<file path="src/verilog/scope_pkg.sv">
/*
 * scope datapath types
 * sample strobe, trigger source and acquisition state encodings,
 * and the configuration word that the register bank drives
 */

package scope_pkg;

  // sample path width
  localparam int SMP_W  = 14;

  // configuration field widths
  localparam int DECF_W = 17;  // decimation factor
  localparam int SHR_W  = 4;   // averaging right shift
  localparam int DLY_W  = 16;  // post trigger delay

  // one sample with its strobe
  typedef struct packed {
    logic signed [SMP_W-1:0] dat;
    logic                    vld;  // single cycle
  } smp_t;

  // trigger source select
  typedef enum logic [1:0] {
    TRG_SW  = 2'd0,  // software strobe
    TRG_PDG = 2'd1,  // positive edge
    TRG_NDG = 2'd2,  // negative edge
    TRG_EXT = 2'd3   // external pin
  } trg_src_e;

  typedef enum logic [1:0] {
    ACQ_IDLE  = 2'd0,
    ACQ_ARMED = 2'd1,  // pre trigger capture
    ACQ_POST  = 2'd2   // counting down delay
  } acq_state_e;

  typedef struct packed {
    logic                    avg;  // averaging enable
    logic [DECF_W-1:0]       dec;  // samples per output, 0 acts as 1
    logic [SHR_W-1:0]        shr;
    logic signed [SMP_W-1:0] lvl;  // trigger level
    logic [SMP_W-1:0]        hst;  // hysteresis
    trg_src_e                src;
    logic [DLY_W-1:0]        dly;  // decimated samples after trigger
  } cfg_t;

endpackage

</file>
<file path="src/verilog/scope_edge.sv">
/*
 * schmitt edge detector
 * arm below lvl-hst then fire at lvl for positive, mirrored for negative
 */

`timescale 1ns/1ns

module scope_edge (
  input  logic            clk,
  input  logic            rstn,
  input  scope_pkg::cfg_t cfg,
  input  scope_pkg::smp_t smp_in,
  output logic            trg_pdg,  // one cycle pulse
  output logic            trg_ndg
);

  localparam int CMP_W = scope_pkg::SMP_W + 2;  // room for lvl +/- hst

  logic signed [CMP_W-1:0] dat_x;
  logic signed [CMP_W-1:0] lvl_x;
  logic signed [CMP_W-1:0] thr_lo;  // lvl - hst
  logic signed [CMP_W-1:0] thr_hi;  // lvl + hst
  logic                    pos_arm;
  logic                    neg_arm;

  assign dat_x  = CMP_W'(smp_in.dat);
  assign lvl_x  = CMP_W'(cfg.lvl);
  assign thr_lo = lvl_x - $signed({2'b00, cfg.hst});
  assign thr_hi = lvl_x + $signed({2'b00, cfg.hst});

  always_ff @(posedge clk) begin
    if (!rstn) begin
      pos_arm <= 1'b0;
      neg_arm <= 1'b0;
      trg_pdg <= 1'b0;
      trg_ndg <= 1'b0;
    end else begin
      trg_pdg <= smp_in.vld & pos_arm & (dat_x >= lvl_x);
      trg_ndg <= smp_in.vld & neg_arm & (dat_x <= lvl_x);
      if (smp_in.vld) begin
        // positive: arm low, release at level
        if (dat_x < thr_lo)       pos_arm <= 1'b1;
        else if (dat_x >= lvl_x)  pos_arm <= 1'b0;
        // negative mirror
        if (dat_x > thr_hi)       neg_arm <= 1'b1;
        else if (dat_x <= lvl_x)  neg_arm <= 1'b0;
      end
    end
  end

endmodule

</file>
<file path="config.mk">
export PLATFORM = sky130hd
export DESIGN_NAME = scope_edge
export DESIGN_NICKNAME = d
export VERILOG_FILES = /design/src/verilog/scope_pkg.sv /design/src/verilog/scope_edge.sv
export SDC_FILE = /design/constraint.sdc
export NUM_CORES = 1
export LEC_CHECK = 0
export BUFFER_PORTS_ARGS = -buffer_cell sky130_fd_sc_hd__buf_4
export CELL_PAD_IN_SITES_DETAIL_PLACEMENT = 1
export CELL_PAD_IN_SITES_GLOBAL_PLACEMENT = 2
export CORE_MARGIN = 4
export CORE_UTILIZATION = 31
export CTS_CLUSTER_SIZE = 24
export DETAILED_ROUTE_END_ITERATION = 7
export GPL_TIMING_DRIVEN = 0
export PLACE_DENSITY_LB_ADDON = 0.1
export REMOVE_ABC_BUFFERS = 1
export SYNTH_ARGS = -nofsm -noshare
export SYNTH_HDL_FRONTEND = slang
export SYNTH_SLANG_ARGS = --single-unit
</file>
<file path="constraint.sdc">
create_clock -name clk -period 5.1 [get_ports clk]
set_input_delay 0.51 -clock clk [delete_from_list [all_inputs] [get_ports clk]]
set_output_delay 0.51 -clock clk [all_outputs]
set_load 0.02 [all_outputs]
</file>
==> results.sh <==
export IMPL_dr_total_vias=2687
export IMPL_powerDensity_mw_per_mm2=153
export IMPL_synthArstFlopShare_pct=0
export IMPL_cp_slowest_stage_delay_ps=410
export IMPL_worst_slew_pin_transition_ps=702
export IMPL_core_sq_mm=0.00838
export IMPL_cts_buffer_depth=2
export IMPL_ios=87
export IMPL_grt_overflow_total=0
export IMPL_postRouteWirelength_um=7980
export IMPL_peakVddDrop_mv=0.165
export IMPL_period_needed_ps=4030
export IMPL_synth_xor_area_share_pct=6.12
export IMPL_hold_buffers=0
export IMPL_whs_path_depth=2
export IMPL_synth_top_family_by_area="adder cells"
export IMPL_syn_area_sq_mm=0.00272
export IMPL_p_leak_nw=1.57
export IMPL_area_growth_pct=17.9
export IMPL_cp_arrival_ps=4130
export IMPL_grt_max_degree=11
export IMPL_period_share_pct=78.9
export IMPL_initial_utilization_pct=32.4
export IMPL_avgSynthCellArea_sq_um=7.49
export IMPL_clk_latency_ps=220
export IMPL_crit_type="primary input to register"
export IMPL_antenna_cells=0
export IMPL_core_rowCount=33
export IMPL_crit_chain="buf_4, ha_1, fa_1, nor2b_1, o221ai_1, a21oi_1, o41a_1, mux2i_1, nor4b_2, ha_1, nand4_1, nor2_1, a21oi_1, and3_1, mux2_2, a21o_1"
export IMPL_grt_pass1_vias=2775
export IMPL_critPathLaunchType="primary input"
export IMPL_path_clk_slew_ps=30
export IMPL_max_slew_margin_rel_pct=52.5
export IMPL_drv_cap=0
export IMPL_vias_per_cell=5.26
export IMPL_antenna_found_initial=0
export IMPL_cpMaxStageDelayCell="fa_1"
export IMPL_finalNetCount=569
export IMPL_h_tree_depth=1
export IMPL_setup_viol=0
export IMPL_post_cts_buffers=0
export IMPL_hold_viol=0
export IMPL_drive_gt1_share_pct=15.8
export IMPL_synth_simple_area_share_pct=19.8
export IMPL_synthMuxAreaShare_pct=1.15
export IMPL_rsz0062_at_grt="false"
export IMPL_ys_seq_elements=4
export IMPL_gp_congestion=0.765
export IMPL_synth_compound_area_share_pct=26.5
export IMPL_outcome="finished, final reports clean"
export IMPL_synth_edf_count=0
export IMPL_required_ps=5210
export IMPL_cts_tree="done"
export IMPL_die_area_sq_mm=0.0103
export IMPL_cts_resized=0
export IMPL_synthDistinctLibCells=60
export IMPL_tns_ps=0
export IMPL_port_buffers=46
export IMPL_min_path_type="register to register"
export IMPL_path_max_fanout=3
export IMPL_synth_main_ff_cell="dfxtp_1"
export IMPL_worst_setup_path_end_kind="register"
export IMPL_hpwl_um=7110
export IMPL_maxSlewViolCount=0
export IMPL_avgRoutedWirePerCell_um=15.6
export IMPL_drt_iter0_drc=41
export IMPL_cts_num_sinks=4
export IMPL_fillCellCount=1066
export IMPL_drc=0
export IMPL_clock_skew_ps=0.0430
export IMPL_die_h_um=102
export IMPL_grt_usage_pct=15.8
export IMPL_max_freq_mhz=248
export IMPL_ys_seq_area_share_pct=2.95
export IMPL_antenna_violating_nets_post_route=0
export IMPL_yosysWarnings=0
export IMPL_final_util_pct=38.2
export IMPL_grt_pass1_wl_um=13400
export IMPL_r2r_cells=3
export IMPL_clock_root_buffer="clkbuf_8"
export IMPL_synthAdderAreaFrac_pct=35.5
export IMPL_dieWidth_um=102
export IMPL_drt_pass1_iter_count=4
export IMPL_syn_inst=363
export IMPL_numCtsBuffers=3
-- cells in the mapped netlist, types with 2 or more instances --
master / number / share of area, %
nand2_1: 22 / 3.0
a2111o_1: 2 / 0.83
a21oi_1: 31 / 5.7
o2111ai_1: 2 / 0.64
nor4b_2: 2 / 1.1
buf_2: 3 / 0.55
a211oi_1: 7 / 1.9
o21ai_0: 20 / 3.7
nor2b_1: 7 / 1.6
nor3b_1: 2 / 0.55
a211oi_2: 2 / 0.92
fa_1: 2 / 1.5
nor2_1: 21 / 2.9
nand2b_1: 6 / 1.4
dfxtp_1: 4 / 2.9
nor3_1: 9 / 1.7
xor2_1: 2 / 0.64
o21ai_1: 3 / 0.55
a21o_1: 6 / 1.7
ha_1: 74 / 34
o21a_1: 3 / 0.83
nor4_1: 2 / 0.46
nand4_1: 11 / 2.5
xnor2_1: 17 / 5.5
o221ai_1: 2 / 0.64
and3_1: 4 / 0.92
inv_1: 47 / 6.5
nand3_1: 4 / 0.74
o21bai_1: 4 / 1.1
a31oi_1: 4 / 0.92
and4_1: 2 / 0.64
o211ai_1: 5 / 1.4
mux2i_1: 2 / 0.74
or2_2: 3 / 0.69
-- flip-flops by register name, indices dropped and copies added, names as in the netlist --
signal and cells:
neg_arm 1, pos_arm 1, trg_ndg 1, trg_pdg 1
-- routing by layer --
metal  routed length (um)  up-vias  global-route usage, %
li1                     -     1408                      -
met1                 4120     1246                   23.0
met2                 3610       31                   26.9
met3                  234        2                  0.551
met4                   21        0                   1.53
met5                    0        -                      0
-- power by group --
| group | switching [W] | internal, W |
|---|---|---|
| registers | 0.00000111 | 0.0000343 |
| clock network | 0.0000163 | 0.0000503 |
| logic | 0.000217 | 0.000171 |
-- cells in the final DEF (no fill, tap or decap), types with 9 or more instances in the layout --
cell type   n
xnor2_1    17
nand2_1    22
buf_4      46
inv_1      47
nand4_1    11
o21ai_0    20
a21oi_1    31
nor2_1     21
nor3_1      9
ha_1       74
-- cell type report --
cell class              instances  area (sq um)  area share, %
multi-input cells             304          2420           75.6
repair buffers                 46           345           10.8
inverters                      49           184           5.74
well taps                     105           131           4.10
flip-flops and latches          4          80.1           2.50
clock buffers                   3          41.3           1.29
-- metrics by stage --
stage | hold slack [ps] | cell area, sq um | setup WS [ps] | instances | total power (W)
2_1_floorplan | 425 | 2690 | 1510 | 357 | 0.000302
3_3_place_gp | 443 | 3160 | 796 | 508 | 0.000420
3_5_place_dp | 444 | 3160 | 843 | 508 | 0.000425
4_1_cts | 452 | 3210 | 1050 | 511 | 0.000498
5_1_grt | 476 | 3210 | 860 | 511 | 0.000552
6_report | 451 | 3210 | 1070 | 511 | 0.000491
-- final timing paths --
check / slack (ps) / endpoint / from
setup / recovery: 1070 / neg_arm / cfg[18]
hold / removal: 450 / trg_pdg / pos_arm
setup reg to reg: 4450 / neg_arm / neg_arm
hold reg to reg: 450 / trg_pdg / pos_arm
-- logic make-up (layout without fill, tap and decap cells) --
group                    count (synthesis)  after routing
AO/OA/AOI/OAI                          105            105
XOR/XNOR                                19             19
adder cells (fa/ha/maj)                 76             76
buffers and inverters                   55             98
flip-flops                               4              4
multiplexers                             3              3
AND/OR/NAND/NOR                        101            101
-- worst max-delay path: cells and delay by family --
family | cells | cell delay [ps]
AOI/OAI and AO/OA | 5 | 1260
adders and majority gates | 3 | 920
buffers and inverters | 1 | 110
muxes | 2 | 470
and+or+nand+nor | 5 | 850
No activity file was read; power rests on OpenSTA's default activity.
