`src/verilog/scope_pkg.sv`:
```
/*
 * scope datapath types
 * sample strobe, trigger source and acquisition state encodings,
 * and the configuration word that the register bank drives
 */

package scope_pkg;

  // sample path width
  localparam int SMP_W  = 14;

  // configuration field widths
  localparam int DECF_W = 17;  // decimation factor
  localparam int SHR_W  = 4;   // averaging right shift
  localparam int DLY_W  = 16;  // post trigger delay

  // one sample with its strobe
  typedef struct packed {
    logic signed [SMP_W-1:0] dat;
    logic                    vld;  // single cycle
  } smp_t;

  // trigger source select
  typedef enum logic [1:0] {
    TRG_SW  = 2'd0,  // software strobe
    TRG_PDG = 2'd1,  // positive edge
    TRG_NDG = 2'd2,  // negative edge
    TRG_EXT = 2'd3   // external pin
  } trg_src_e;

  typedef enum logic [1:0] {
    ACQ_IDLE  = 2'd0,
    ACQ_ARMED = 2'd1,  // pre trigger capture
    ACQ_POST  = 2'd2   // counting down delay
  } acq_state_e;

  typedef struct packed {
    logic                    avg;  // averaging enable
    logic [DECF_W-1:0]       dec;  // samples per output, 0 acts as 1
    logic [SHR_W-1:0]        shr;
    logic signed [SMP_W-1:0] lvl;  // trigger level
    logic [SMP_W-1:0]        hst;  // hysteresis
    trg_src_e                src;
    logic [DLY_W-1:0]        dly;  // decimated samples after trigger
  } cfg_t;

endpackage

```
`src/verilog/scope_bus_pkg.sv`:
```
/*
 * system bus types for the scope
 * request and response words plus register offsets and buffer window
 */

package scope_bus_pkg;

  typedef struct packed {
    logic [31:0] addr;
    logic [31:0] wdata;
    logic        wen;   // write strobe
    logic        ren;   // read strobe
  } sys_req_t;

  typedef struct packed {
    logic [31:0] rdata;
    logic        ack;
    logic        err;   // unmapped access
  } sys_rsp_t;

  // register offsets, low 6 address bits
  typedef enum logic [5:0] {
    REG_CTL = 6'h00,  // rst/trg/arm strobes
    REG_STS = 6'h04,  // acquisition state
    REG_SRC = 6'h08,
    REG_DLY = 6'h0c,
    REG_LVL = 6'h10,
    REG_HST = 6'h14,
    REG_AVG = 6'h24,
    REG_DEC = 6'h28,
    REG_SHR = 6'h2c,
    REG_PTR = 6'h30   // {wr_ptr, trg_ptr}
  } reg_addr_e;

  localparam logic [31:0] BUF_BASE = 32'h1000;  // capture buffer window

endpackage

```
`src/verilog/scope_regs.sv`:
```
/*
 * scope register bank
 * config registers, control strobes, status readback,
 * and buffer window reads forwarded to the capture RAM
 */

`timescale 1ns/1ns

module scope_regs #(
  parameter int BUF_AW = 10
) (
  input  logic                              clk,
  input  logic                              rstn,
  input  scope_bus_pkg::sys_req_t           sys_req,
  output scope_bus_pkg::sys_rsp_t           sys_rsp,
  output scope_pkg::cfg_t                   cfg,
  output logic                              ctl_rst,  // datapath clear
  output logic                              ctl_trg,  // software trigger
  output logic                              ctl_arm,
  input  scope_pkg::acq_state_e             sts_state,
  input  logic [BUF_AW-1:0]                 trg_ptr,
  input  logic [BUF_AW-1:0]                 wr_ptr,
  output logic                              rd_req,
  output logic [BUF_AW-1:0]                 rd_addr,
  input  logic                              rd_vld,
  input  logic signed [scope_pkg::SMP_W-1:0] rd_dat
);

  localparam int SMP_W = scope_pkg::SMP_W;

  logic [31:0] buf_off;    // offset into buffer window
  logic        buf_hit;
  logic        reg_hit;
  logic [31:0] reg_rdata;
  logic        buf_pend;   // waiting on capture RAM

  ////////////////////////////////////////
  // address decode
  ////////////////////////////////////////

  assign buf_off = sys_req.addr - scope_bus_pkg::BUF_BASE;  // wraps high below base
  assign buf_hit = (buf_off >> (BUF_AW + 2)) == 32'd0;      // word addressed, depth words

  assign rd_req  = sys_req.ren & buf_hit;
  assign rd_addr = buf_off[BUF_AW+1:2];

  always_comb begin
    reg_hit   = (sys_req.addr[31:6] == 26'd0);
    reg_rdata = 32'd0;
    case (sys_req.addr[5:0])
      scope_bus_pkg::REG_CTL: reg_rdata = 32'd0;  // strobes only
      scope_bus_pkg::REG_STS: reg_rdata = 32'(sts_state);
      scope_bus_pkg::REG_SRC: reg_rdata = 32'(cfg.src);
      scope_bus_pkg::REG_DLY: reg_rdata = 32'(cfg.dly);
      scope_bus_pkg::REG_LVL: reg_rdata = {{(32-SMP_W){1'b0}}, cfg.lvl};  // masked, no sign
      scope_bus_pkg::REG_HST: reg_rdata = 32'(cfg.hst);
      scope_bus_pkg::REG_AVG: reg_rdata = 32'(cfg.avg);
      scope_bus_pkg::REG_DEC: reg_rdata = 32'(cfg.dec);
      scope_bus_pkg::REG_SHR: reg_rdata = 32'(cfg.shr);
      scope_bus_pkg::REG_PTR: reg_rdata = {16'(wr_ptr), 16'(trg_ptr)};
      default:                reg_hit   = 1'b0;
    endcase
  end

  ////////////////////////////////////////
  // bus response and register writes
  ////////////////////////////////////////

  always_ff @(posedge clk) begin
    if (!rstn) begin
      sys_rsp  <= '0;
      cfg      <= '0;
      ctl_rst  <= 1'b0;
      ctl_trg  <= 1'b0;
      ctl_arm  <= 1'b0;
      buf_pend <= 1'b0;
    end else begin
      sys_rsp.ack <= 1'b0;
      sys_rsp.err <= 1'b0;
      ctl_rst     <= 1'b0;  // strobes last one cycle
      ctl_trg     <= 1'b0;
      ctl_arm     <= 1'b0;
      // buffer data back, ack next cycle
      if (buf_pend && rd_vld) begin
        sys_rsp.ack   <= 1'b1;
        sys_rsp.rdata <= {{(32-SMP_W){rd_dat[SMP_W-1]}}, rd_dat};
        buf_pend      <= 1'b0;
      end
      if (sys_req.wen) begin
        sys_rsp.ack <= 1'b1;
        sys_rsp.err <= !reg_hit && !buf_hit;  // buffer window writes dropped
        if (reg_hit) begin
          case (sys_req.addr[5:0])
            scope_bus_pkg::REG_CTL: begin
              ctl_rst <= sys_req.wdata[0];
              ctl_trg <= sys_req.wdata[1];
              ctl_arm <= sys_req.wdata[2];
            end
            scope_bus_pkg::REG_SRC: cfg.src <= scope_pkg::trg_src_e'(sys_req.wdata[1:0]);
            scope_bus_pkg::REG_DLY: cfg.dly <= sys_req.wdata[scope_pkg::DLY_W-1:0];
            scope_bus_pkg::REG_LVL: cfg.lvl <= sys_req.wdata[SMP_W-1:0];
            scope_bus_pkg::REG_HST: cfg.hst <= sys_req.wdata[SMP_W-1:0];
            scope_bus_pkg::REG_AVG: cfg.avg <= sys_req.wdata[0];
            scope_bus_pkg::REG_DEC: cfg.dec <= sys_req.wdata[scope_pkg::DECF_W-1:0];
            scope_bus_pkg::REG_SHR: cfg.shr <= sys_req.wdata[scope_pkg::SHR_W-1:0];
            default: ;  // STS and PTR read only
          endcase
        end
      end else if (sys_req.ren) begin
        if (buf_hit) begin
          buf_pend <= 1'b1;  // ack held until rd_vld
        end else begin
          sys_rsp.ack   <= 1'b1;
          sys_rsp.err   <= !reg_hit;
          sys_rsp.rdata <= reg_rdata;
        end
      end
    end
  end

endmodule

```
`config.mk`:
```
export PLATFORM = sky130hd
export DESIGN_NAME = scope_regs
export DESIGN_NICKNAME = d
export VERILOG_FILES = /design/src/verilog/scope_pkg.sv /design/src/verilog/scope_bus_pkg.sv /design/src/verilog/scope_regs.sv
export SDC_FILE = /design/constraint.sdc
export NUM_CORES = 1
export LEC_CHECK = 0
export ABC_AREA = 1
export BUFFER_PORTS_ARGS = -buffer_cell sky130_fd_sc_hd__buf_2
export CAP_MARGIN = 20
export CORE_AREA = 2 2 135 137
export DETAILED_ROUTE_END_ITERATION = 10
export DIE_AREA = 0 0 137 139
export PLACE_DENSITY_LB_ADDON = 0.12
export SYNTH_ARGS = -nofsm -noshare
export SYNTH_HDL_FRONTEND = slang
export SYNTH_SLANG_ARGS = --single-unit
```
`constraint.sdc`:
```
create_clock -name clk -period 2.3 [get_ports clk]
set_input_delay 0.115 -clock clk [delete_from_list [all_inputs] [get_ports clk]]
set_output_delay 0.115 -clock clk [all_outputs]
set_load 0.01 [all_outputs]
```
==> out/results.tsv <==
metric	value	unit
Die ar.	19000	µm²
relative slew slack	0.419	
I/O pin count	221	
flops & latches, synth	106	
H-tree depth	3	
Setup crit end kind	output port	
Starting Density	0.295	
Iter 0 DRT Violations	298	
Avg Cell Area, Syn	6.80	µm²
most frequent cells in the layout	nand2_1, buf_2, dfxtp_1, nand3_1, nor2_1	
nets@finish	1054	
HP Start	rd_vld	
worst endpoint required time	2.18	ns
Vias	5465	
Post-Synth Adder-Cell Area	0	
WL/cell	15.2	µm
crit path time final	1.77	ns
Clock Power Share	0.413	
R2R setup slack	0.84	ns
RSZ-0062 raised after global routing	false	
CTS tree	built	
switching pwr	0.00104	W
cells on worst reg2reg path	6	
fin. max-slew vios	0	
Post-Place Setup Slack	0.235	ns
GRT Util Overall	0.186	
number of global-route vias before repair	5031	
syn_nets	870	
Port Buf Inserts	205	
Inserted Clock Buffers	9	
DRC errors left	0	
post-synthesis simple-gate area fraction	0.359	
sequential group share of total power	0.490	
Unique masters post-synth	33	
share of cells above drive strength 1	0.270	
Comb pwr share	0.097	
sequential share of the synthesized area	0.408	
reg-to-reg critical path endpoint	sys_rsp[26]	
mux contribution to synthesized area	0.0250	
Net Sw Frac	0.273	
status	completed	
crit path kind	in2out	
arrival time at the worst endpoint	1.65	ns
final wirelength	18000	µm
setup bufs post-CTS	0	
Worst Hold End	buf_pend	
initial antenna violation count	1	
gr ovfl total	0	
final worst-path cycle share	0.769	
Routability Congestion	0.820	
synthesized area	5200	µm²
CTS sink cnt	106	
Hold Fails Final Rpt	0	
endpoints failing setup	0	
Root Buffer	clkbuf_16	
Hold Crit Depth	4	
die width	137	µm
height of the die	139	µm
Setup TNS	0	ns
dpl hpwl	12900	µm
post-synthesis compound-gate area fraction	0.108	
Finished Cell Area	6760	µm²
Hold Slack	0.0287	ns
total placed instance area	6410	µm²
commonest non-fill, non-tap cell in the layout	nand2_1	
Max-Cap Viols	0	
Worst Tran Pin Value	0.864	ns
Synth Area in XOR/XNOR	0.00168	
Pint	0.00278	W
clock buffer depth	2	
power per cell area	565	nW/µm²
Placement Rows	49	
Synth warnings	0	
drt pass-1 iters	5	
worst-path fanout max	10	
first-pass GRT wire length	27900	µm
largest family of logic cells by synthesized area	simple AND/OR/NAND/NOR gates	
Post-CTS Resized	0	
post-route ant nets	0	
via/cell ratio	4.62	
Area growth, synth to finish	30.0	%
core area	17700	µm²
largest net degree at the start of global routing	72	
Clock Skew	0.00913	ns
crit start category	input pin	
Worst Hold Class	in2reg	
Peak Freq	565	MHz
clk slew on worst S/H paths	0.07	ns
Max VDD drop	0.336	mV
reg2reg start	buf_pend	
Synth Instances	765	
final setup margin	0.531	ns
Clk Latency, worst-skew pair	0.36	ns
leakage	3.29	nW
-- worst max path at each step --
stage	start	to	slack, ns	cells past startpoint
6_report	sys_req[46]	rd_req	0.53	12
5_1_grt	sys_req[46]	rd_req	0.32	12
4_1_cts	sys_req[46]	rd_req	0.52	12
3_5_place_dp	sys_req[51]	cfg[66]	0.24	11
3_3_place_gp	sys_req[34]	cfg[60]	0.24	11
2_1_floorplan	sys_req[35]	cfg[57]	0.77	12
-- layer usage --
layer,part of all wire,global-route usage,routed length [µm],up-vias
met4,0.015,0.0526,265,0
met1,0.49,0.279,8870,2428
met5,0,0,0,-
li1,-,-,-,2863
met3,0.059,0.0307,1070,15
met2,0.43,0.272,7790,159
-- sequential cells by signal, summed over array words and instances (netlist names) --
name      cells
ctl_trg       1
ctl_arm       1
cfg          68
buf_pend      1
ctl_rst       1
sys_rsp      34
-- power groups by stage --
stage	clock (W)	sequential (W)	combinational [W]
after global placement	0	0.00192	0.000368
after CTS	0.00163	0.00187	0.000375
final	0.00158	0.00187	0.000372
after global routing	0.00170	0.00188	0.000421
after floorplan	0	0.00193	0.000172
after detailed placement	0	0.00192	0.000366
-- critical path, stage by stage --
cell and delay [ns]:
buf_2 0.11, nor2_2 0.14, nand2_1 0.07, nor2_1 0.23, nand3_1 0.10, nand2_1 0.08, nand3_1 0.06, nor2_1 0.11
nand3_1 0.11, buf_4 0.20, nor2_1 0.16, buf_2 0.16
-- cells by family (layout without fill, tap and decap cells) --
kind of cell,count (synthesis),in the layout
xor gates and xnor gates,1,1
muxes,13,13
other,0,1
AOI/OAI and AO/OA,102,102
DFF,106,106
and+or+nand+nor,438,438
buffers and inverters,105,294
-- synth_stat cells, drive strengths merged --
master,n,area (µm²)
nor4,3,18.8
a221oi,2,17.5
nand3,87,435
and3,2,12.5
a22oi,13,97.6
a31oi,2,12.5
nand4,19,131
nor2,88,345
clkbuf,25,93.8
nand2,233,877
xor2,1,8.76
a21oi,82,410
a22o,1,8.76
inv,46,173
o21ai,1,5.00
dfxtp,106,2120
nor3,3,25.0
buf,33,243
mux2i,13,130
and2,1,6.26
clkinv,1,3.75
or2,1,6.26
o2111a,1,11.3
nand3b,1,7.51
-- timing repair --
item                                    in CTS  in global routing
hold buffers                                 5                  0
endpoints found under the hold margin        5                  0
endpoints found under the setup margin       0                  0
-- metrics by stage --
step,std cells,util,total power (W)
2_1_floorplan,765,-,0.00210
3_3_place_gp,1162,0.363,0.00229
3_5_place_dp,1162,0.363,0.00228
4_1_cts,1183,0.383,0.00388
5_1_grt,1184,0.383,0.00400
6_report,1184,0.383,0.00382
-- layout make-up --
type / count / area, µm²
inverter: 47 / 176
antenna: 1 / 2.50
sequential: 106 / 2120
tap: 229 / 287
clock buffer: 9 / 225
timing repair buffer: 231 / 1300
fill: 1970 / 10900
multi-input combinational: 554 / 2580
clock inverter: 7 / 71.3
Power figures use the tool's default switching activity.
