`src/verilog/scope_pkg.sv`:
```
/*
 * scope datapath types
 * sample strobe, trigger source and acquisition state encodings,
 * and the configuration word that the register bank drives
 */

package scope_pkg;

  // sample path width
  localparam int SMP_W  = 14;

  // configuration field widths
  localparam int DECF_W = 17;  // decimation factor
  localparam int SHR_W  = 4;   // averaging right shift
  localparam int DLY_W  = 16;  // post trigger delay

  // one sample with its strobe
  typedef struct packed {
    logic signed [SMP_W-1:0] dat;
    logic                    vld;  // single cycle
  } smp_t;

  // trigger source select
  typedef enum logic [1:0] {
    TRG_SW  = 2'd0,  // software strobe
    TRG_PDG = 2'd1,  // positive edge
    TRG_NDG = 2'd2,  // negative edge
    TRG_EXT = 2'd3   // external pin
  } trg_src_e;

  typedef enum logic [1:0] {
    ACQ_IDLE  = 2'd0,
    ACQ_ARMED = 2'd1,  // pre trigger capture
    ACQ_POST  = 2'd2   // counting down delay
  } acq_state_e;

  typedef struct packed {
    logic                    avg;  // averaging enable
    logic [DECF_W-1:0]       dec;  // samples per output, 0 acts as 1
    logic [SHR_W-1:0]        shr;
    logic signed [SMP_W-1:0] lvl;  // trigger level
    logic [SMP_W-1:0]        hst;  // hysteresis
    trg_src_e                src;
    logic [DLY_W-1:0]        dly;  // decimated samples after trigger
  } cfg_t;

endpackage

```
`src/verilog/scope_dec_avg.sv`:
```
/*
 * decimator with optional averaging
 * sums each group of dec samples, emits the shifted sum or the last sample
 */

`timescale 1ns/1ns

module scope_dec_avg #(
  parameter int DEC_W = 17
) (
  input  logic             clk,
  input  logic             rstn,
  input  logic             ctl_rst,  // restart group
  input  scope_pkg::cfg_t  cfg,
  input  scope_pkg::smp_t  smp_in,
  output scope_pkg::smp_t  smp_dec
);

  localparam int SMP_W = scope_pkg::SMP_W;
  localparam int ACC_W = SMP_W + DEC_W;  // full group sum, no overflow

  logic [DEC_W-1:0]        cnt;       // samples taken in current group
  logic [DEC_W-1:0]        dec_lim;
  logic                    last;      // this sample closes the group
  logic signed [ACC_W-1:0] sum;
  logic signed [ACC_W-1:0] sum_nxt;
  logic signed [ACC_W-1:0] sum_shr;
  logic                    vld_q;
  logic signed [SMP_W-1:0] dat_q;

  assign dec_lim = (cfg.dec == '0) ? DEC_W'(1) : DEC_W'(cfg.dec);  // 0 acts as 1
  assign last    = (cnt >= dec_lim - 1'b1);    // >= survives a lowered dec
  assign sum_nxt = ((cnt == '0) ? '0 : sum) + ACC_W'(smp_in.dat);
  assign sum_shr = sum_nxt >>> cfg.shr;

  ////////////////////////////////////////
  // group counter and strobe
  ////////////////////////////////////////

  always_ff @(posedge clk) begin
    if (!rstn || ctl_rst) begin
      cnt   <= '0;
      vld_q <= 1'b0;
    end else begin
      vld_q <= smp_in.vld & last;
      if (smp_in.vld) begin
        cnt <= last ? '0 : cnt + 1'b1;
      end
    end
  end

  // accumulator and output word
  always_ff @(posedge clk) begin
    if (smp_in.vld) begin
      sum <= sum_nxt;
      if (last) begin
        dat_q <= cfg.avg ? sum_shr[SMP_W-1:0] : smp_in.dat;  // truncate
      end
    end
  end

  assign smp_dec = '{dat: dat_q, vld: vld_q};

endmodule

```
`config.mk`:
```
export PLATFORM = sky130hd
export DESIGN_NAME = scope_dec_avg
export DESIGN_NICKNAME = d
export VERILOG_FILES = /design/src/verilog/scope_pkg.sv /design/src/verilog/scope_dec_avg.sv
export SDC_FILE = /design/constraint.sdc
export NUM_CORES = 1
export LEC_CHECK = 0
export BUFFER_PORTS_ARGS = -buffer_cell sky130_fd_sc_hd__buf_2
export CELL_PAD_IN_SITES_DETAIL_PLACEMENT = 0
export CELL_PAD_IN_SITES_GLOBAL_PLACEMENT = 1
export CORE_MARGIN = 4
export CORE_UTILIZATION = 26
export CTS_CLUSTER_SIZE = 14
export DETAILED_ROUTE_END_ITERATION = 10
export PLACE_DENSITY = 0.59
export SLEW_MARGIN = 40
export SYNTH_ARGS = -nofsm -noshare
export SYNTH_HDL_FRONTEND = slang
export SYNTH_SLANG_ARGS = --single-unit
```
`constraint.sdc`:
```
create_clock -name clk -period 5.4 [get_ports clk]
set_clock_uncertainty 0.15 [all_clocks]
set_input_delay 1.08 -clock clk [delete_from_list [all_inputs] [get_ports clk]]
set_output_delay 1.08 -clock clk [all_outputs]
set_load 0.05 [all_outputs]
```
==> results of run 1 <==
[per-layer routing]
layer	global-route usage, %	share of wire (%)	routed length [um]	vias to the layer above
met1	21.15	48	9845	2771
met3	2.321	2.8	588	31
met5	0	0	0	-
met4	4.877	2.3	477	0
li1	-	-	-	2957
met2	24.83	47	9720	96
[cells in the final DEF, fill, tap and decap left out, types with 9 or more instances in the layout]
cell and count:
a21oi_1 42, buf_4 35, edfxtp_1 43, and2_1 35
xor2_1 22, buf_2 54, nand4_1 17, dfxtp_1 18
xnor2_1 27, a31oi_1 10, nand2_1 58, clkbuf_16 9
ha_1 48, a21o_1 15, nand3_1 18, o21a_1 10
nor3_1 26, nor2_1 76, a211oi_1 17, mux4_2 10
inv_1 19, o21ai_0 22, mux2i_1 17
[state kept, by name, summed over array words and instances, names as in the netlist]
name,count
vld_q,1
cnt,17
dat_q,14
sum,29
[cell type report]
class | count | area share [%]
Timing Repair Buffer | 92 | 7.871
Sequential cell | 61 | 21.92
Inverter | 25 | 1.245
Clock inverter | 7 | 0.6476
Multi-Input combinational cell | 622 | 59.95
Clock buffer | 9 | 2.989
Tap cell | 324 | 5.380
[timing repair]
| item | in CTS | in global routing |
|---|---|---|
| setup endpoints to repair | 0 | 39 |
| resized for setup | 0 | 5 |
| hold buffers | 0 | 0 |
| setup buffers | 0 | 2 |
[worst max-delay path: stages, from the launching register on]
cell      delay, ns
dfxtp_1        0.34
inv_1          0.11
ha_1           0.19
nor4b_1        0.24
nand4_1        0.23
buf_4          0.23
and2_1         0.16
ha_1           0.20
fa_1           0.47
a211oi_2       0.29
o21ai_2        0.17
a221oi_4       0.45
o31a_4         0.22
mux2i_1        0.11
a311oi_1       0.33
a31oi_1        0.13
mux4_2         0.51
mux2_4         0.28
[Yosys cell counts, drive strengths merged (7+ instances only)]
library cell  instances
inv                  22
nor4                  9
and3                  8
dfxtp                18
a211oi               20
buf                  15
a21oi                43
nor3                 27
nor2                 77
xnor2                28
clkbuf               27
edfxtp               43
nand2                58
a31oi                10
nor2b                 9
nand4                17
ha                   48
o21ai                30
mux2                  7
o21a                 10
mux2i                17
o211ai                8
and2                 37
xor2                 23
nand3                19
a21o                 15
mux4                 10
[final timing paths]
kind | start | slack, ns | end
worst max-delay path | cnt[0] | 0.32 | dat_q[7]
worst min-delay path | cnt[12] | 0.43 | cnt[12]
worst max register to register | cnt[0] | 0.32 | dat_q[7]
worst min register to register | cnt[12] | 0.43 | cnt[12]
[metrics by stage]
stage | TNS [ns] | area [um2] | total power [mW] | worst slack [ns] | instances
floorplan | 0 | 6414 | 0.8770 | 0.1047 | 750
detailed placement | -5.511 | 7221 | 1.033 | -0.2518 | 1122
global route | 0 | 7535 | 1.671 | 0.01485 | 1140
CTS | 0 | 7495 | 1.595 | 0.06507 | 1138
finish | 0 | 7535 | 1.576 | 0.3174 | 1140
global placement | -2.180 | 7221 | 1.035 | -0.1469 | 1122
[kinds of logic after synthesis]
group                      after synthesis
adders and majority gates               49
muxes                                   34
AOI/OAI and AO/OA                      194
buffers and inverters                   67
xor gates and xnor gates                51
and+or+nand+nor                        294
DFF                                     61
[power breakdown]
| part | internal, mW | leakage, nW | switching [mW] |
|---|---|---|---|
| clock network | 0.312 | 0.138 | 0.239 |
| registers | 0.534 | 0.555 | 0.00446 |
| logic | 0.192 | 2.28 | 0.295 |
==> metrics, run 1 <==
status=finished clean; largest net degree at the start of global routing=40; final net count=946; CP Data Arrival Time=5.03 ns; Post-Synth XOR/XNOR Area=between 7 and 8%; CTS tree=built; ratio of cells with drive above 1 in the final layout=19.49%; area leader, netlist=edfxtp_1; Critical Path Start Type=flip-flop; worst-skew pair later-pin latency=0.35 ns; part of the cycle the worst path needs=a little over nine tenths; GPL Wtd Cong=~0.82; sequential-to-total area share from yosys stat=roughly a quarter; Reg2Reg Depth=17; Starting Density=26.36%; Std-Cell Rows=57; WHS=approximately 0.43 ns; input/output buffers=between 50 and 60; post-synthesis simple-gate area fraction=about a quarter; Remaining DRCs=0; die width=~170 um; Post-DP HPWL=approximately 16000 um; Clk Tree Root Cell=clkbuf_16; max-slew violation count=0; core area=between 20000 and 25000 um2; RSZ-0062 raised after global routing=false; clock buffer depth=2; critical path fanouts, max=5; Overall Global Routing Usage=between 15 and 20%; final setup fails=0; Mapped Cells=750; initial antenna violation count=0; MaxCap Viol Count=0; Leak=between 2 and 3 nW; Synth Flop Type=edfxtp_1; Yosys top cell area share=just over 20%; TritonCTS buffer count=9; Die Y=around 170 um; DR iter-0 viols=between 300 and 400; Post-synth EDFFs=43; Max rail drop VDD=around 110 uV; share of the core filled with cells=30.98%; max frequency=just under 200 MHz; Avg Cell Area, Syn=approximately 8.5 um2; ant diodes=0; multi-input logic area=roughly 4500 um2; post-route ant nets=0; syn_nets=about 890; final period demand of the worst path=around 5.1 ns; register bit total from synthesis=61; Worst EP required=5.34 ns; CTS sink cnt=61; final wirelength=20630 um; Min-Delay Path Depth=2; pwr dens=approximately 210 nW/um2; storage element area=1652 um2; Cell variety after synth=89; Mapped Area=around 6400 um2; Syn-to-layout area delta=17.53%; H-tree depth reported by CTS=3; global-route wire length before repair=32630 um; via count=5855; drt via density=around 5; GRT Residual Overflow=0; hold crit path type=reg2reg; # fillers=2610; worst setup path category=reg2reg; CP endpoint kind=flip-flop; number of global-route vias before repair=5755; worst slew pin tran=between 0.9 and 1 ns; mux contribution to synthesized area=approximately 7.5%; yosys warns=0; hold violation count in the final report=0; Relative slew margins=37.68%; ys async rst share=0%; DIE AREA=roughly 27000 um2; TritonRoute pass-1 iters=4; Synth Area in Adders=roughly a tenth; clk slew on worst S/H paths=~0.060 ns; largest family of logic cells by synthesized area=simple AND/OR/NAND/NOR gates; Synth Area in Compound Gates=roughly 22%; top cells by area, synth=edfxtp_1, ha_1, dfxtp_1, nor2_1, xnor2_1; wire per inst=18.10 um; Ports=about 100
(Power assumes the default switching activity.)
==> inputs of run 2 (changes only) <==
--- a/config.mk
+++ b/config.mk
@@ -12,7 +12,7 @@
 export CORE_UTILIZATION = 26
 export CTS_CLUSTER_SIZE = 14
 export DETAILED_ROUTE_END_ITERATION = 10
-export PLACE_DENSITY = 0.59
+export PLACE_DENSITY = 0.57
 export SLEW_MARGIN = 40
 export SYNTH_ARGS = -nofsm -noshare
 export SYNTH_HDL_FRONTEND = slang
==> constraint.sdc (replaced) <==
create_clock -name clk -period 6.5 [get_ports clk]
set_clock_uncertainty 0.15 [all_clocks]
set_input_delay 1.3 -clock clk [delete_from_list [all_inputs] [get_ports clk]]
set_output_delay 1.3 -clock clk [all_outputs]
set_load 0.05 [all_outputs]
==> run 2 against run 1 <==
  * Die area stayed put
  * Via count is 1.5% lower
  * Final cell count is 2.6% lower
  * Design area is 3.0% lower
  * First-iteration DRC count is 13% lower
  * Clock power is 4.0% lower
  * Combinational power is 20% lower
  * Highest routed layer unchanged
  * Critical path depth is 5 higher
  * Core utilization is 0.94 points lower
  * Sequential share of layout area is 0.69 points higher
  * Power is 13% lower
  * Global-route usage is 0.32 points lower
  * Critical endpoint unchanged
==> metrics, run 2 (synthesized netlist as in run 1, its figures left out) <==
status=finished clean; DIE AREA=between 20000 and 30000 um2; largest net degree at the start of global routing=40; ratio of cells with drive above 1 in the final layout=between 10% and 20%; drt via density=5.195; CTS tree=built; final wirelength=about 20000 um; TritonRoute pass-1 iters=5; Post-DP HPWL=15820 um; Top Registers=sum: 29 flops, cnt: 17 flops, dat_q: 14 flops; Die Y=around 170 um; clk slew on worst S/H paths=about 0.06 ns; crit-path max cell delay=roughly 0.6 ns; H-tree depth reported by CTS=3; Overall Global Routing Usage=15.08%; worst-skew pair later-pin latency=about 0.35 ns; storage element area=around 1700 um2; max FFs per register=29; MaxCap Viol Count=0; Ports=roughly 100; final net count=around 920; wire per inst=18.10 um; worst slew pin tran=0.8090 ns; largest register by flop count=sum; slowest CP cell=or4_1; part of the cycle the worst path needs=roughly nine tenths; postcts setup bufs=0; hold_buf cts=0; max frequency=roughly 170 MHz; CTS sink cnt=61; Clk Tree Root Cell=clkbuf_16; Relative slew margins=45.36%; DR iter-0 viols=about 350; clock buffer depth=2; Setup WS pre-CTS=about 0.36 ns; multi-input logic area=4497 um2; setup tns final=0 ns; max-slew violation count=0; # fillers=approximately 2600; Worst EP required=6.38 ns; Remaining DRCs=0; number of global-route vias before repair=about 5600; global-route wire length before repair=roughly 32000 um; Std-Cell Rows=57; RSZ-0062 raised after global routing=false; commonest cells after routing, fill and taps aside=nor2_1, nand2_1, buf_2; hold violation count in the final report=0; Syn-to-layout area delta=13.95%; CP top delay family=simple AND/OR/NAND/NOR gates; GPL Wtd Cong=0.8257; CP Data Arrival Time=roughly 5.7 ns; final period demand of the worst path=a little under 6 ns; hold crit path type=reg2reg; ant diodes=0; input/output buffers=54; TritonCTS buffer count=9; worst path cell trace=buf_2 -> or4_1 -> nor4_1 -> nand2b_1 -> or2_2 -> nor3b_1 -> a21oi_1 -> ha_1 -> nand2b_1 -> nor2_1 -> xnor2_1 -> ha_1 -> nand4_1 -> inv_1 -> nand4_1 -> o31ai_1 -> a21oi_1 -> nor2b_1 -> or2_2 -> nor2_1 -> nor2b_1 -> buf_4; Starting Density=between 20% and 30%; GRT Residual Overflow=0; Max rail drop VDD=113.0 uV; WP buf/inv=3; core area=24320 um2; via count=just under 6000; WHS=0.4199 ns; post-cts gate resize count=0; initial antenna violation count=0; Final WS setup=around 0.66 ns; worst setup path category=in2reg; post-route ant nets=0; CP endpoint kind=flip-flop; Leak=about 2.8 nW; die width=about 170 um; Total Power=about 1.4 mW; final setup fails=0; critical path fanouts, max=14; Critical Path Start Type=input port; pwr dens=approximately 190 nW/um2; commonest non-fill, non-tap cell in the layout=nor2_1
run 2: changes by cell type in the layout (fill, tap and decap cells not counted), moves of 2 or more:
cell / delta
buf_4: -28
buf_12: -3
clkinv_1: -2
clkinv_2: -2
clkinv_4: -2
run 2: path summary, 6_finish.rpt:
path | startpoint | endpoint | slack (ns) | depth (start not counted)
max | cfg[53] | dat_q[7] | 0.66 | 22
min | cnt[16] | cnt[16] | 0.42 | 2
max reg2reg | cnt[0] | dat_q[7] | 1.20 | 17
min reg2reg | cnt[16] | cnt[16] | 0.42 | 2
run 2: final cells by class:
| class | count | area share (%) |
|---|---|---|
| multi-input combinational | 622 | 61.55 |
| clock buffer | 10 | 3.425 |
| timing repair buffer | 62 | 4.573 |
| inverter | 25 | 1.284 |
| sequential | 61 | 22.61 |
| tap | 324 | 5.549 |
| clock inverter | 6 | 1.010 |
run 2: worst register-to-register path, delay by kind of cell, from the launching register on:
family                   cells  cell delay [ns]
adder cells (fa/ha/maj)      3             0.84
multiplexers                 2             0.76
buffers and inverters        2             0.41
AND/OR/NAND/NOR              4             1.27
AO/OA/AOI/OAI                6             1.28
flip-flops                   1             0.34
run 2: per-stage QoR:
step	utilization, %	cells	area, um2
global placement	28.63	1093	6963
floorplan	-	750	6411
CTS	30.01	1110	7298
detailed placement	28.68	1094	6974
finish	30.04	1110	7306
global route	30.04	1110	7306
run 2: power breakdown:
part / total (mW) / switching [mW] / internal [mW]
Sequential: 0.447 / 0.00358 / 0.443
Clock: 0.529 / 0.202 / 0.327
Combinational: 0.388 / 0.239 / 0.150
Total: 1.36 / 0.444 / 0.920
run 2: routing by layer:
metal / vias up / GRT usage [%] / share of wire, %
li1: 2898 / - / -
met2: 108 / 23.37 / 46
met1: 2738 / 21.63 / 49
met5: - / 0 / 0
met4: 0 / 4.423 / 2.2
met3: 22 / 2.296 / 3.3
