===== src/verilog/scope_pkg.sv =====
/*
 * scope datapath types
 * sample strobe, trigger source and acquisition state encodings,
 * and the configuration word that the register bank drives
 */

package scope_pkg;

  // sample path width
  localparam int SMP_W  = 14;

  // configuration field widths
  localparam int DECF_W = 17;  // decimation factor
  localparam int SHR_W  = 4;   // averaging right shift
  localparam int DLY_W  = 16;  // post trigger delay

  // one sample with its strobe
  typedef struct packed {
    logic signed [SMP_W-1:0] dat;
    logic                    vld;  // single cycle
  } smp_t;

  // trigger source select
  typedef enum logic [1:0] {
    TRG_SW  = 2'd0,  // software strobe
    TRG_PDG = 2'd1,  // positive edge
    TRG_NDG = 2'd2,  // negative edge
    TRG_EXT = 2'd3   // external pin
  } trg_src_e;

  typedef enum logic [1:0] {
    ACQ_IDLE  = 2'd0,
    ACQ_ARMED = 2'd1,  // pre trigger capture
    ACQ_POST  = 2'd2   // counting down delay
  } acq_state_e;

  typedef struct packed {
    logic                    avg;  // averaging enable
    logic [DECF_W-1:0]       dec;  // samples per output, 0 acts as 1
    logic [SHR_W-1:0]        shr;
    logic signed [SMP_W-1:0] lvl;  // trigger level
    logic [SMP_W-1:0]        hst;  // hysteresis
    trg_src_e                src;
    logic [DLY_W-1:0]        dly;  // decimated samples after trigger
  } cfg_t;

endpackage


===== src/verilog/scope_acq.sv =====
/*
 * acquisition control
 * arm, trigger select and post trigger delay, drives the buffer write port
 */

`timescale 1ns/1ns

module scope_acq #(
  parameter int BUF_AW = 10
) (
  input  logic                               clk,
  input  logic                               rstn,
  input  logic                               ctl_rst,
  input  logic                               ctl_arm,
  input  logic                               ctl_trg,
  input  logic                               trg_pdg,
  input  logic                               trg_ndg,
  input  logic                               trg_ext,
  input  scope_pkg::cfg_t                    cfg,
  input  scope_pkg::smp_t                    smp_dec,
  output scope_pkg::acq_state_e              sts_state,
  output logic [BUF_AW-1:0]                  trg_ptr,
  output logic [BUF_AW-1:0]                  wr_ptr,
  output logic                               wr_en,
  output logic [BUF_AW-1:0]                  wr_addr,
  output logic signed [scope_pkg::SMP_W-1:0] wr_dat
);

  scope_pkg::acq_state_e         state;
  logic [scope_pkg::DLY_W-1:0]   dly_cnt;  // writes left after trigger
  logic [BUF_AW-1:0]             wr_ptr_nxt;
  logic                          trg_hit;

  // trigger mux
  always_comb begin
    case (cfg.src)
      scope_pkg::TRG_SW:  trg_hit = ctl_trg;
      scope_pkg::TRG_PDG: trg_hit = trg_pdg;
      scope_pkg::TRG_NDG: trg_hit = trg_ndg;
      default:            trg_hit = trg_ext;
    endcase
  end

  // capture while armed, and in POST until the delay runs out
  assign wr_en = smp_dec.vld & ((state == scope_pkg::ACQ_ARMED) |
                 ((state == scope_pkg::ACQ_POST) & (dly_cnt != '0)));
  assign wr_addr    = wr_ptr;
  assign wr_dat     = smp_dec.dat;
  assign wr_ptr_nxt = wr_ptr + {{(BUF_AW-1){1'b0}}, wr_en};  // wraps at depth
  assign sts_state  = state;

  ////////////////////////////////////////
  // state machine
  ////////////////////////////////////////

  always_ff @(posedge clk) begin
    if (!rstn) begin
      state   <= scope_pkg::ACQ_IDLE;
      wr_ptr  <= '0;
      trg_ptr <= '0;
      dly_cnt <= '0;
    end else if (ctl_rst) begin
      state <= scope_pkg::ACQ_IDLE;
    end else begin
      wr_ptr <= wr_ptr_nxt;
      case (state)
        scope_pkg::ACQ_IDLE: if (ctl_arm) begin
          state  <= scope_pkg::ACQ_ARMED;
          wr_ptr <= '0;
        end
        scope_pkg::ACQ_ARMED: if (trg_hit) begin
          state   <= scope_pkg::ACQ_POST;
          trg_ptr <= wr_ptr_nxt;  // first sample after the trigger
          dly_cnt <= cfg.dly;
        end
        scope_pkg::ACQ_POST: begin
          if (dly_cnt == '0) begin
            state <= scope_pkg::ACQ_IDLE;  // dly of 0
          end else if (wr_en) begin
            dly_cnt <= dly_cnt - 1'b1;
            if (dly_cnt == scope_pkg::DLY_W'(1)) state <= scope_pkg::ACQ_IDLE;
          end
        end
        default: state <= scope_pkg::ACQ_IDLE;
      endcase
    end
  end

endmodule


===== config.mk =====
export PLATFORM = sky130hd
export DESIGN_NAME = scope_acq
export DESIGN_NICKNAME = d
export VERILOG_FILES = /design/src/verilog/scope_pkg.sv /design/src/verilog/scope_acq.sv
export SDC_FILE = /design/constraint.sdc
export NUM_CORES = 1
export LEC_CHECK = 0
export BUFFER_PORTS_ARGS = -buffer_cell sky130_fd_sc_hd__buf_4
export CORE_MARGIN = 2
export CORE_UTILIZATION = 30
export CTS_BUF_LIST = sky130_fd_sc_hd__clkbuf_4 sky130_fd_sc_hd__clkbuf_8
export DETAILED_ROUTE_END_ITERATION = 10
export PLACE_DENSITY = 0.62
export SLEW_MARGIN = 20
export SYNTH_ARGS = -nofsm -noshare
export SYNTH_HDL_FRONTEND = slang
export SYNTH_SLANG_ARGS = --single-unit

===== constraint.sdc =====
create_clock -name clk -period 6.6 [get_ports clk]
set_input_delay 1.32 -clock clk [delete_from_list [all_inputs] [get_ports clk]]
set_output_delay 1.32 -clock clk [all_outputs]
set_load 0.1 [all_outputs]

==> metrics list, run 1 <==
- Clock-pin slew on the worst setup and hold paths: 80 ps
- Count of input and output buffers: 59
* Number of antenna violations at the first check in global routing: 0
- Summing all flip-flop and latch instances after layout gives 761 sq um.
- Summed over all layers, the global routing overflow is 0.
- After detailed routing, the number of remaining DRC violations is 0.
- Antenna fix cells: 0
* Filler cell count in the final layout: 813
* Net count after synthesis: 379
- Power per Cell Area: 202 nW/um^2
* Worst Setup Slack post-DPL: 2960 ps
- Quantity of hold-fixing buffers added after cts: 0
- At the later pin of the worst-skew pair, clock insertion delay measures 300 ps.
- Setup total negative slack: 0 ps
* Clock tree from TritonCTS: done
- FFs w/ async S/R, synth: 0
* Largest fanout on the critical path: 7
* Multi-input gate area: 1270 sq um
* Data required time of the critical path: 5280 ps
- The cell sitting at the root of the clock tree is a sky130_fd_sc_hd__clkbuf_8.
- In this run the standard cell core region covers 7610 sq um.
- CTS H-tree lvls: 2
* Initial Utilization: 0.304
* Share of Yosys cell area claimed by the top area cell type: 0.329
- Die width: 91.8 microns
* Post-CTS setup repair buffer count: 0
- For this run, the slowest stage of the critical path takes 400 ps.
* Gr usage total: 0.139
- The share of total power dissipated in combinational logic is 0.143.
- Setup slack on the critical path of the routed design comes to 3180 ps.
* Summed area of non-filler cells in the final layout: 2760 sq um
- Ranked by instance count, the synthesized netlist is headed by 38 x sky130_fd_sc_hd__dfxtp_1, 37 x sky130_fd_sc_hd__nor2_1, 29 x sky130_fd_sc_hd__a21oi_1.
- Global-route wire length before repair: 9.62 mm
- Number of enable-type register cells in the synthesized netlist: 0
* Most used flip-flop cell after synthesis: sky130_fd_sc_hd__dfxtp_1
- Dividing the final minimum period by the clock period gives 0.519.
- Number of instances in the synthesized netlist: 284
- Switching part of the total: 0.258
* Violation count after the first detailed-routing iteration: 92
* Instance area after placement: 2620 sq um
* Number of buffers created by CTS: 5
* Total of endpoints with negative setup slack in the final report: 0
* Final Hold Violating Endpoints: 0
* Area delta synth->final: 19.6%
- The number of cells on the worst reg-to-reg path is 12.
* Arrival time of data at the critical path endpoint: 2100 ps
* F_max: 0.292 GHz
* Part of the total power dissipated in the clock network: 0.433
- Via count of the first global-routing pass: 1956
- Origin of the critical flop-to-flop path: dly_cnt[0]
- Die Footprint: 8420 sq um
* Clock Skew: 9.16 ps
- Result of the run: finished clean
- In this run the tightest slew margin relative to its limit is 0.313.
* Hold Path End: trg_ptr[8]
- During synthesis, Yosys emitted a total of 0 warnings.
* Crit-path slowest cell: sky130_fd_sc_hd__nor3b_2
- Nature of the critical path startpoint: flip-flop
- The worst setup path is of the reg -> out kind.
- Maximum number of pins on one net before global-route repair: 36
- Summed over all nets, the half-perimeter wirelength after detailed placement is 3.98 mm.
- RSZ-0062 raised after global routing: no
- Counting I/O delays and the setup requirement, the final critical path takes 3420 ps.
- The first detailed-routing pass took 4 iterations.
- Peak ir drop on the vdd network: 77.1 uV
* Static leakage: 1.12 nW
- Dominant cell by count in the synthesized netlist: sky130_fd_sc_hd__dfxtp_1
- Fraction of power consumed by sequential logic: 0.424
- Fraction of layout cells with a size suffix above 1: 0.247
- STA classifies the critical path endpoint as an output port.
- The synthesized design contains 38 register bits.
- Maximum number of buffers from clock root to sink: 2
- Reg-to-reg critical path endpoint: wr_addr[6]
* Antenna violation net count after detailed routing: 0
* Die outline height: 91.8 microns
- Number of distinct library cell variants in the gate-level netlist after synthesis: 48
- Average detailed-routed wire length per instance: 14.0 microns
* Post-synth design cell area: 2310 sq um
- In the routed layout, each cell is associated on average with a via count of 5.14.
- Hold-critical path depth: 2
- Walking the worst path, the cells encountered are inv_1, ha_1, nor3b_2, nand4_2, a21oi_1, nor2b_1, buf_4.
- Pin slew with the least headroom to its limit: 1020 ps
- The average instance in the mapped netlist occupies 8.14 sq um.
- The analysis attributes to net switching a power of 0.000144 W.
- Global placer's final weighted congestion: 0.813
- Floorplan row count: 32
- For this design the top-level I/O count stands at 138.
* Post-cts repair resize count: 0
- The worst hold path belongs to the class reg -> reg.
- The final max-slew violation count was 0.
- Proportion of synthesized chip area in sequential cells: 0.329
- Clk sink count: 38
* Total via count after detailed routing: 2127
- After the last flow step, the layout net total stands at 406.
- The internal power of the cells totals 0.000414 W.
- Reported max-cap violation count: 0
* Dominant cell type by area after synthesis: sky130_fd_sc_hd__dfxtp_1
- In this run the most critical hold path is launched from trg_ptr[8].
- In this run the register-to-register setup slack is 3750 ps.
* Total length of routed wires: 5.81 mm
- Main area contributors after synthesis: sky130_fd_sc_hd__dfxtp_1 33%, sky130_fd_sc_hd__buf_4 8.4%, sky130_fd_sc_hd__a21oi_1 6.3%, sky130_fd_sc_hd__nor2_1 6.0%, sky130_fd_sc_hd__a211oi_1 2.9%
==> registers in the layout (all words and copies together), names as in the netlist <==
register / count
trg_ptr: 10
sts_state: 2
dly_cnt: 16
wr_addr: 10
==> critical path, delay by kind of cell, from the launching register on <==
kind / cells / cell delay [ps]
and+or+nand+nor: 3 / 680
DFF: 1 / 380
adders and majority gates: 1 / 230
AOI/OAI and AO/OA: 1 / 180
buffers and inverters: 2 / 320
==> area by class of cell <==
type,instances,area share
clock buffers,5,0.0249
clock inverters,3,0.0249
inverters,4,0.00543
multi-input cells,202,0.460
flip-flops and latches,38,0.275
well taps,102,0.0462
repair buffers,60,0.163
==> worst max path at each step <==
stage	to	startpoint	slack, ps
floorplan	wr_addr[8]	sts_state[1]	2130
global placement	dly_cnt[1]	cfg[16]	2950
detailed placement	dly_cnt[1]	cfg[16]	2960
CTS	wr_en	dly_cnt[1]	3160
global route	wr_en	dly_cnt[1]	3010
finish	wr_en	dly_cnt[0]	3180
==> metrics by stage <==
step | total power (W) | utilization | hold slack, ps | cells
floorplan | 0.000337 | - | 462 | 284
global placement | 0.000321 | 0.345 | 484 | 406
detailed placement | 0.000322 | 0.345 | 492 | 406
CTS | 0.000565 | 0.363 | 504 | 414
global route | 0.000583 | 0.363 | 536 | 414
finish | 0.000558 | 0.363 | 504 | 414
==> layer usage <==
layer	GRT usage	wire length [microns]	vias up
met5	0	0	-
met4	0.0448	72	0
met3	0.0378	390	11
met2	0.222	2690	68
met1	0.182	2650	990
li1	-	-	1058
==> kinds of logic after synthesis <==
logic type | share of synthesized area
xor gates and xnor gates | 0.0379
adders and majority gates | 0.0217
muxes | 0.0184
buffers and inverters | 0.121
DFF | 0.329
AOI/OAI and AO/OA | 0.222
and+or+nand+nor | 0.250
==> cells in the final DEF (no fill, tap or decap), drive strengths merged <==
| master | Yosys | layout |
|---|---|---|
| nor4 | 6 | 6 |
| nand3 | 3 | 3 |
| o211ai | 4 | 4 |
| dfxtp | 38 | 38 |
| nand3b | 4 | 4 |
| xnor2 | 3 | 3 |
| a211oi | 10 | 10 |
| bufinv | 0 | 2 |
| a2111oi | 1 | 1 |
| nor3b | 4 | 4 |
| a21o | 8 | 8 |
| inv | 3 | 3 |
| nor3 | 9 | 9 |
| nand4 | 8 | 8 |
| mux4 | 1 | 1 |
| or3 | 1 | 1 |
| xor2 | 7 | 7 |
| o41ai | 1 | 1 |
| clkbuf | 10 | 5 |
| a2bb2oi | 1 | 1 |
| buf | 30 | 60 |
| and3b | 1 | 1 |
| o21ai | 9 | 9 |
| mux2i | 2 | 2 |
| a211o | 2 | 2 |
| a31oi | 1 | 1 |
| nand2b | 3 | 3 |
| a21oi | 30 | 30 |
| clkinv | 1 | 2 |
| nand4b | 1 | 1 |
| nor2 | 37 | 37 |
| and2 | 2 | 2 |
| a22oi | 4 | 4 |
| and3 | 7 | 7 |
| nor2b | 3 | 3 |
| ha | 4 | 4 |
| or4 | 2 | 2 |
| o32ai | 3 | 3 |
| o31ai | 4 | 4 |
| nand2 | 16 | 16 |
==> power by group through the flow <==
stage          registers, W   logic, W  clock network (W)
2_1_floorplan      0.000254  0.0000828                  0
3_3_place_gp       0.000242  0.0000793                  0
3_5_place_dp       0.000242  0.0000799                  0
4_1_cts            0.000237  0.0000802           0.000248
5_1_grt            0.000237  0.0000871           0.000258
6_report           0.000237  0.0000797           0.000242
(Power assumes the default switching activity.)
==> inputs of run 2 (changes only) <==
Settings changed: PLACE_DENSITY 0.62 to 0.64.
Clock period 6.6 ns to 3.1 ns, I/O delays scaled along.
==> run 2 against run 1 <==
Compared with the run above:
- power is 87% higher
- count of clock-buffer cells in the layout is 1 higher
- critical endpoint is now wr_addr[6]
- hold slack worse by 34 ps
- flip-flop and latch count stayed put
- cell area is 0.45% higher
- critical path depth is 5 higher
==> metrics list, run 2 (synthesis results as in run 1) <==
* Total length of routed wires: 5.64 mm
- Along the worst path, the maximum fanout reaches 6.
- Worst path most repeated cell: sky130_fd_sc_hd__ha_1
* Critical path origin: dly_cnt[1]
- Die Footprint: 8420 sq um
- Origin of the critical flop-to-flop path: dly_cnt[1]
* Final Hold Violating Endpoints: 0
* RSZ-0062 raised after global routing: no
- The run finished with clean final reports.
- The clock drives 38 sinks.
- Number of I/O pins: 138
- Multi-input gate area: 1280 sq um
- Max transition margin: 0.575
- For the worst setup path, the data required time is 3290 ps.
- HP Start: sts_state[1]
- Antenna violation net count after detailed routing: 0
- The clock passes through at most 2 buffers.
* DP Wirelength: 4.04 mm
* Crit-path slowest cell: sky130_fd_sc_hd__dfxtp_1
- Max reg flops: 16
- Once the clock tree was built, the setup fixing pass inserted 0 buffers.
* Antenna fix cells: 0
- Across all setup checks in the final design, the least slack found is 401 ps.
* Via count of the first global-routing pass: 1902
* Violation count after the first detailed-routing iteration: 67
- Arrival time of data at the critical path endpoint: 2890 ps
- Nature of the critical path startpoint: flip-flop
* Highest signal layer in the routed design: met4
- Summed area of non-filler cells in the final layout: 2780 sq um
* Area of all sequential standard cells: 766 sq um
- Peak ir drop on the vdd network: 162 uV
- TritonCTS created 5 clock buffers.
- Max-cap violations in this run came to 0.
* Filler cell count in the final layout: 827
- Setup violations remaining at the end of the flow were counted as 0.
- Floorplan row count: 32
- Power per Cell Area: 376 nW/um^2
* F_max: 0.370 GHz
* Setup total negative slack: 0 ps
* Type of destination of the critical path: flip-flop
- The clock period could shrink to 2700 ps.
- Amount of wire on met2 after detailed routing: 2.64 mm
* Pin slew with the least headroom to its limit: 637 ps
- Clock-pin slew was measured on the worst setup and hold paths at 80 ps.
- The congestion estimate from routability-driven global placement came to 0.776.
* Fin crit share: 0.871
- Clock tree from TritonCTS: done
* Crit-path max cell delay: 330 ps
* Gr usage total: 0.134
* Global-route wire length before repair: 9.18 mm
* Fraction of layout cells with a size suffix above 1: 0.267
- Global routing finished with a remaining overflow of 0.
- Traced cell by cell, the critical path runs through inv_1, ha_1, nor3b_2, nand4_2, a21oi_1, nor2b_4, ha_1, ha_1, nand4_1, xor2_1, a2bb2oi_1, nor2_1.
- Total via count after detailed routing: 2076
* Largest reg by FF count: dly_cnt
- Final net count: 412
- Maximum number of pins on one net before global-route repair: 34
* Vias per cell: 4.94
- Clock Skew: 7.10 ps
- The floorplan step set the die width to 91.8 microns.
- The number of antenna violations at the first check in global routing was 0.
- After detailed routing, the number of remaining DRC violations is 0.
- For this configuration, the core starts out at a cell density of 0.304.
* First-pass iteration count of the detailed router: 4
- Area of the core region: 7610 sq um
- In this run the number of H-tree levels came out at 2.
- Die outline height: 91.8 microns
- Worst Setup Slack post-DPL: 418 ps
* Quantity of hold-fixing buffers added after cts: 0
- The critical path in this run is classified as reg -> reg.
- Static leakage: 1.13 nW
- From synthesis to final layout, the design area changed by 20.1%.
* Leading cell types in the layout, fill and taps excluded: 66 x sky130_fd_sc_hd__buf_4, 37 x sky130_fd_sc_hd__nor2_1, 36 x sky130_fd_sc_hd__dfxtp_1
- In this run, post-CTS repair resized a total of 0 instances.
- The detailed router put a total of 2.58 mm of wire on met1.
- Insertion delay to the later sink of the worst-skew pair: 300 ps
- Detailed routing placed a total of 365 microns of wire on met3.
* Clock Root Buffer: sky130_fd_sc_hd__clkbuf_8
- The library cell used most frequently in the layout, excluding fill and tap cells, is sky130_fd_sc_hd__buf_4.
* Count of input and output buffers: 59
- Dividing the detail-routed wire length by the instance count gives 13.4 microns.
- After detailed placement, the total cell area comes to 2680 sq um.
- The path class of the tightest hold or removal check is reg -> reg.
* Final count of pins violating max slew: 0
[run 2: cell count changes in the layout (fill, tap and decap cells not counted), sizes merged]
cell and change:
buf +6, bufinv -2, clkbuf +1, clkinvlp +1
[run 2: power breakdown]
part	total [W]	internal, W	leakage (nW)	switching, W
logic	0.000175	0.0000684	0.772	0.000107
clock network	0.000365	0.000179	0.0472	0.000186
registers	0.000503	0.000495	0.308	0.00000833
[run 2: per-layer routing]
metal	track usage	vias up
met5	0	-
met4	0.0398	0
met3	0.0337	7
met2	0.220	57
met1	0.174	944
li1	-	1068
[run 2: final cells by class]
class / count / area share
multi-input combinational: 202 / 0.460
sequential: 38 / 0.276
timing repair buffer: 66 / 0.178
tap: 102 / 0.0460
clock buffer: 6 / 0.0297
inverter: 4 / 0.00541
clock inverter: 2 / 0.00451
[run 2: critical path: cells and delay by family, from the launching register on]
family,cells,cell delay (ps)
compound gates,2,490
xor+xnor,1,230
fa+ha+maj,3,780
buf+inv,1,110
flops,1,330
simple gates,5,650
[run 2: final timing paths]
| check | end | slack [ps] | cells past startpoint |
|---|---|---|---|
| setup / recovery | wr_addr[6] | 400 | 12 |
| hold / removal | sts_state[0] | 470 | 1 |
| setup reg to reg | wr_addr[6] | 400 | 12 |
| hold reg to reg | sts_state[0] | 470 | 1 |
[run 2: through the flow]
| stage | hold WS [ps] | std cells | util | total power [W] |
|---|---|---|---|---|
| final | 470 | 420 | 0.365 | 0.00104 |
| after global routing | 488 | 420 | 0.365 | 0.00110 |
| after CTS | 476 | 420 | 0.365 | 0.00106 |
| after detailed placement | 464 | 412 | 0.352 | 0.000691 |
| after global placement | 461 | 412 | 0.352 | 0.000689 |
| after floorplan | 462 | 284 | - | 0.000719 |
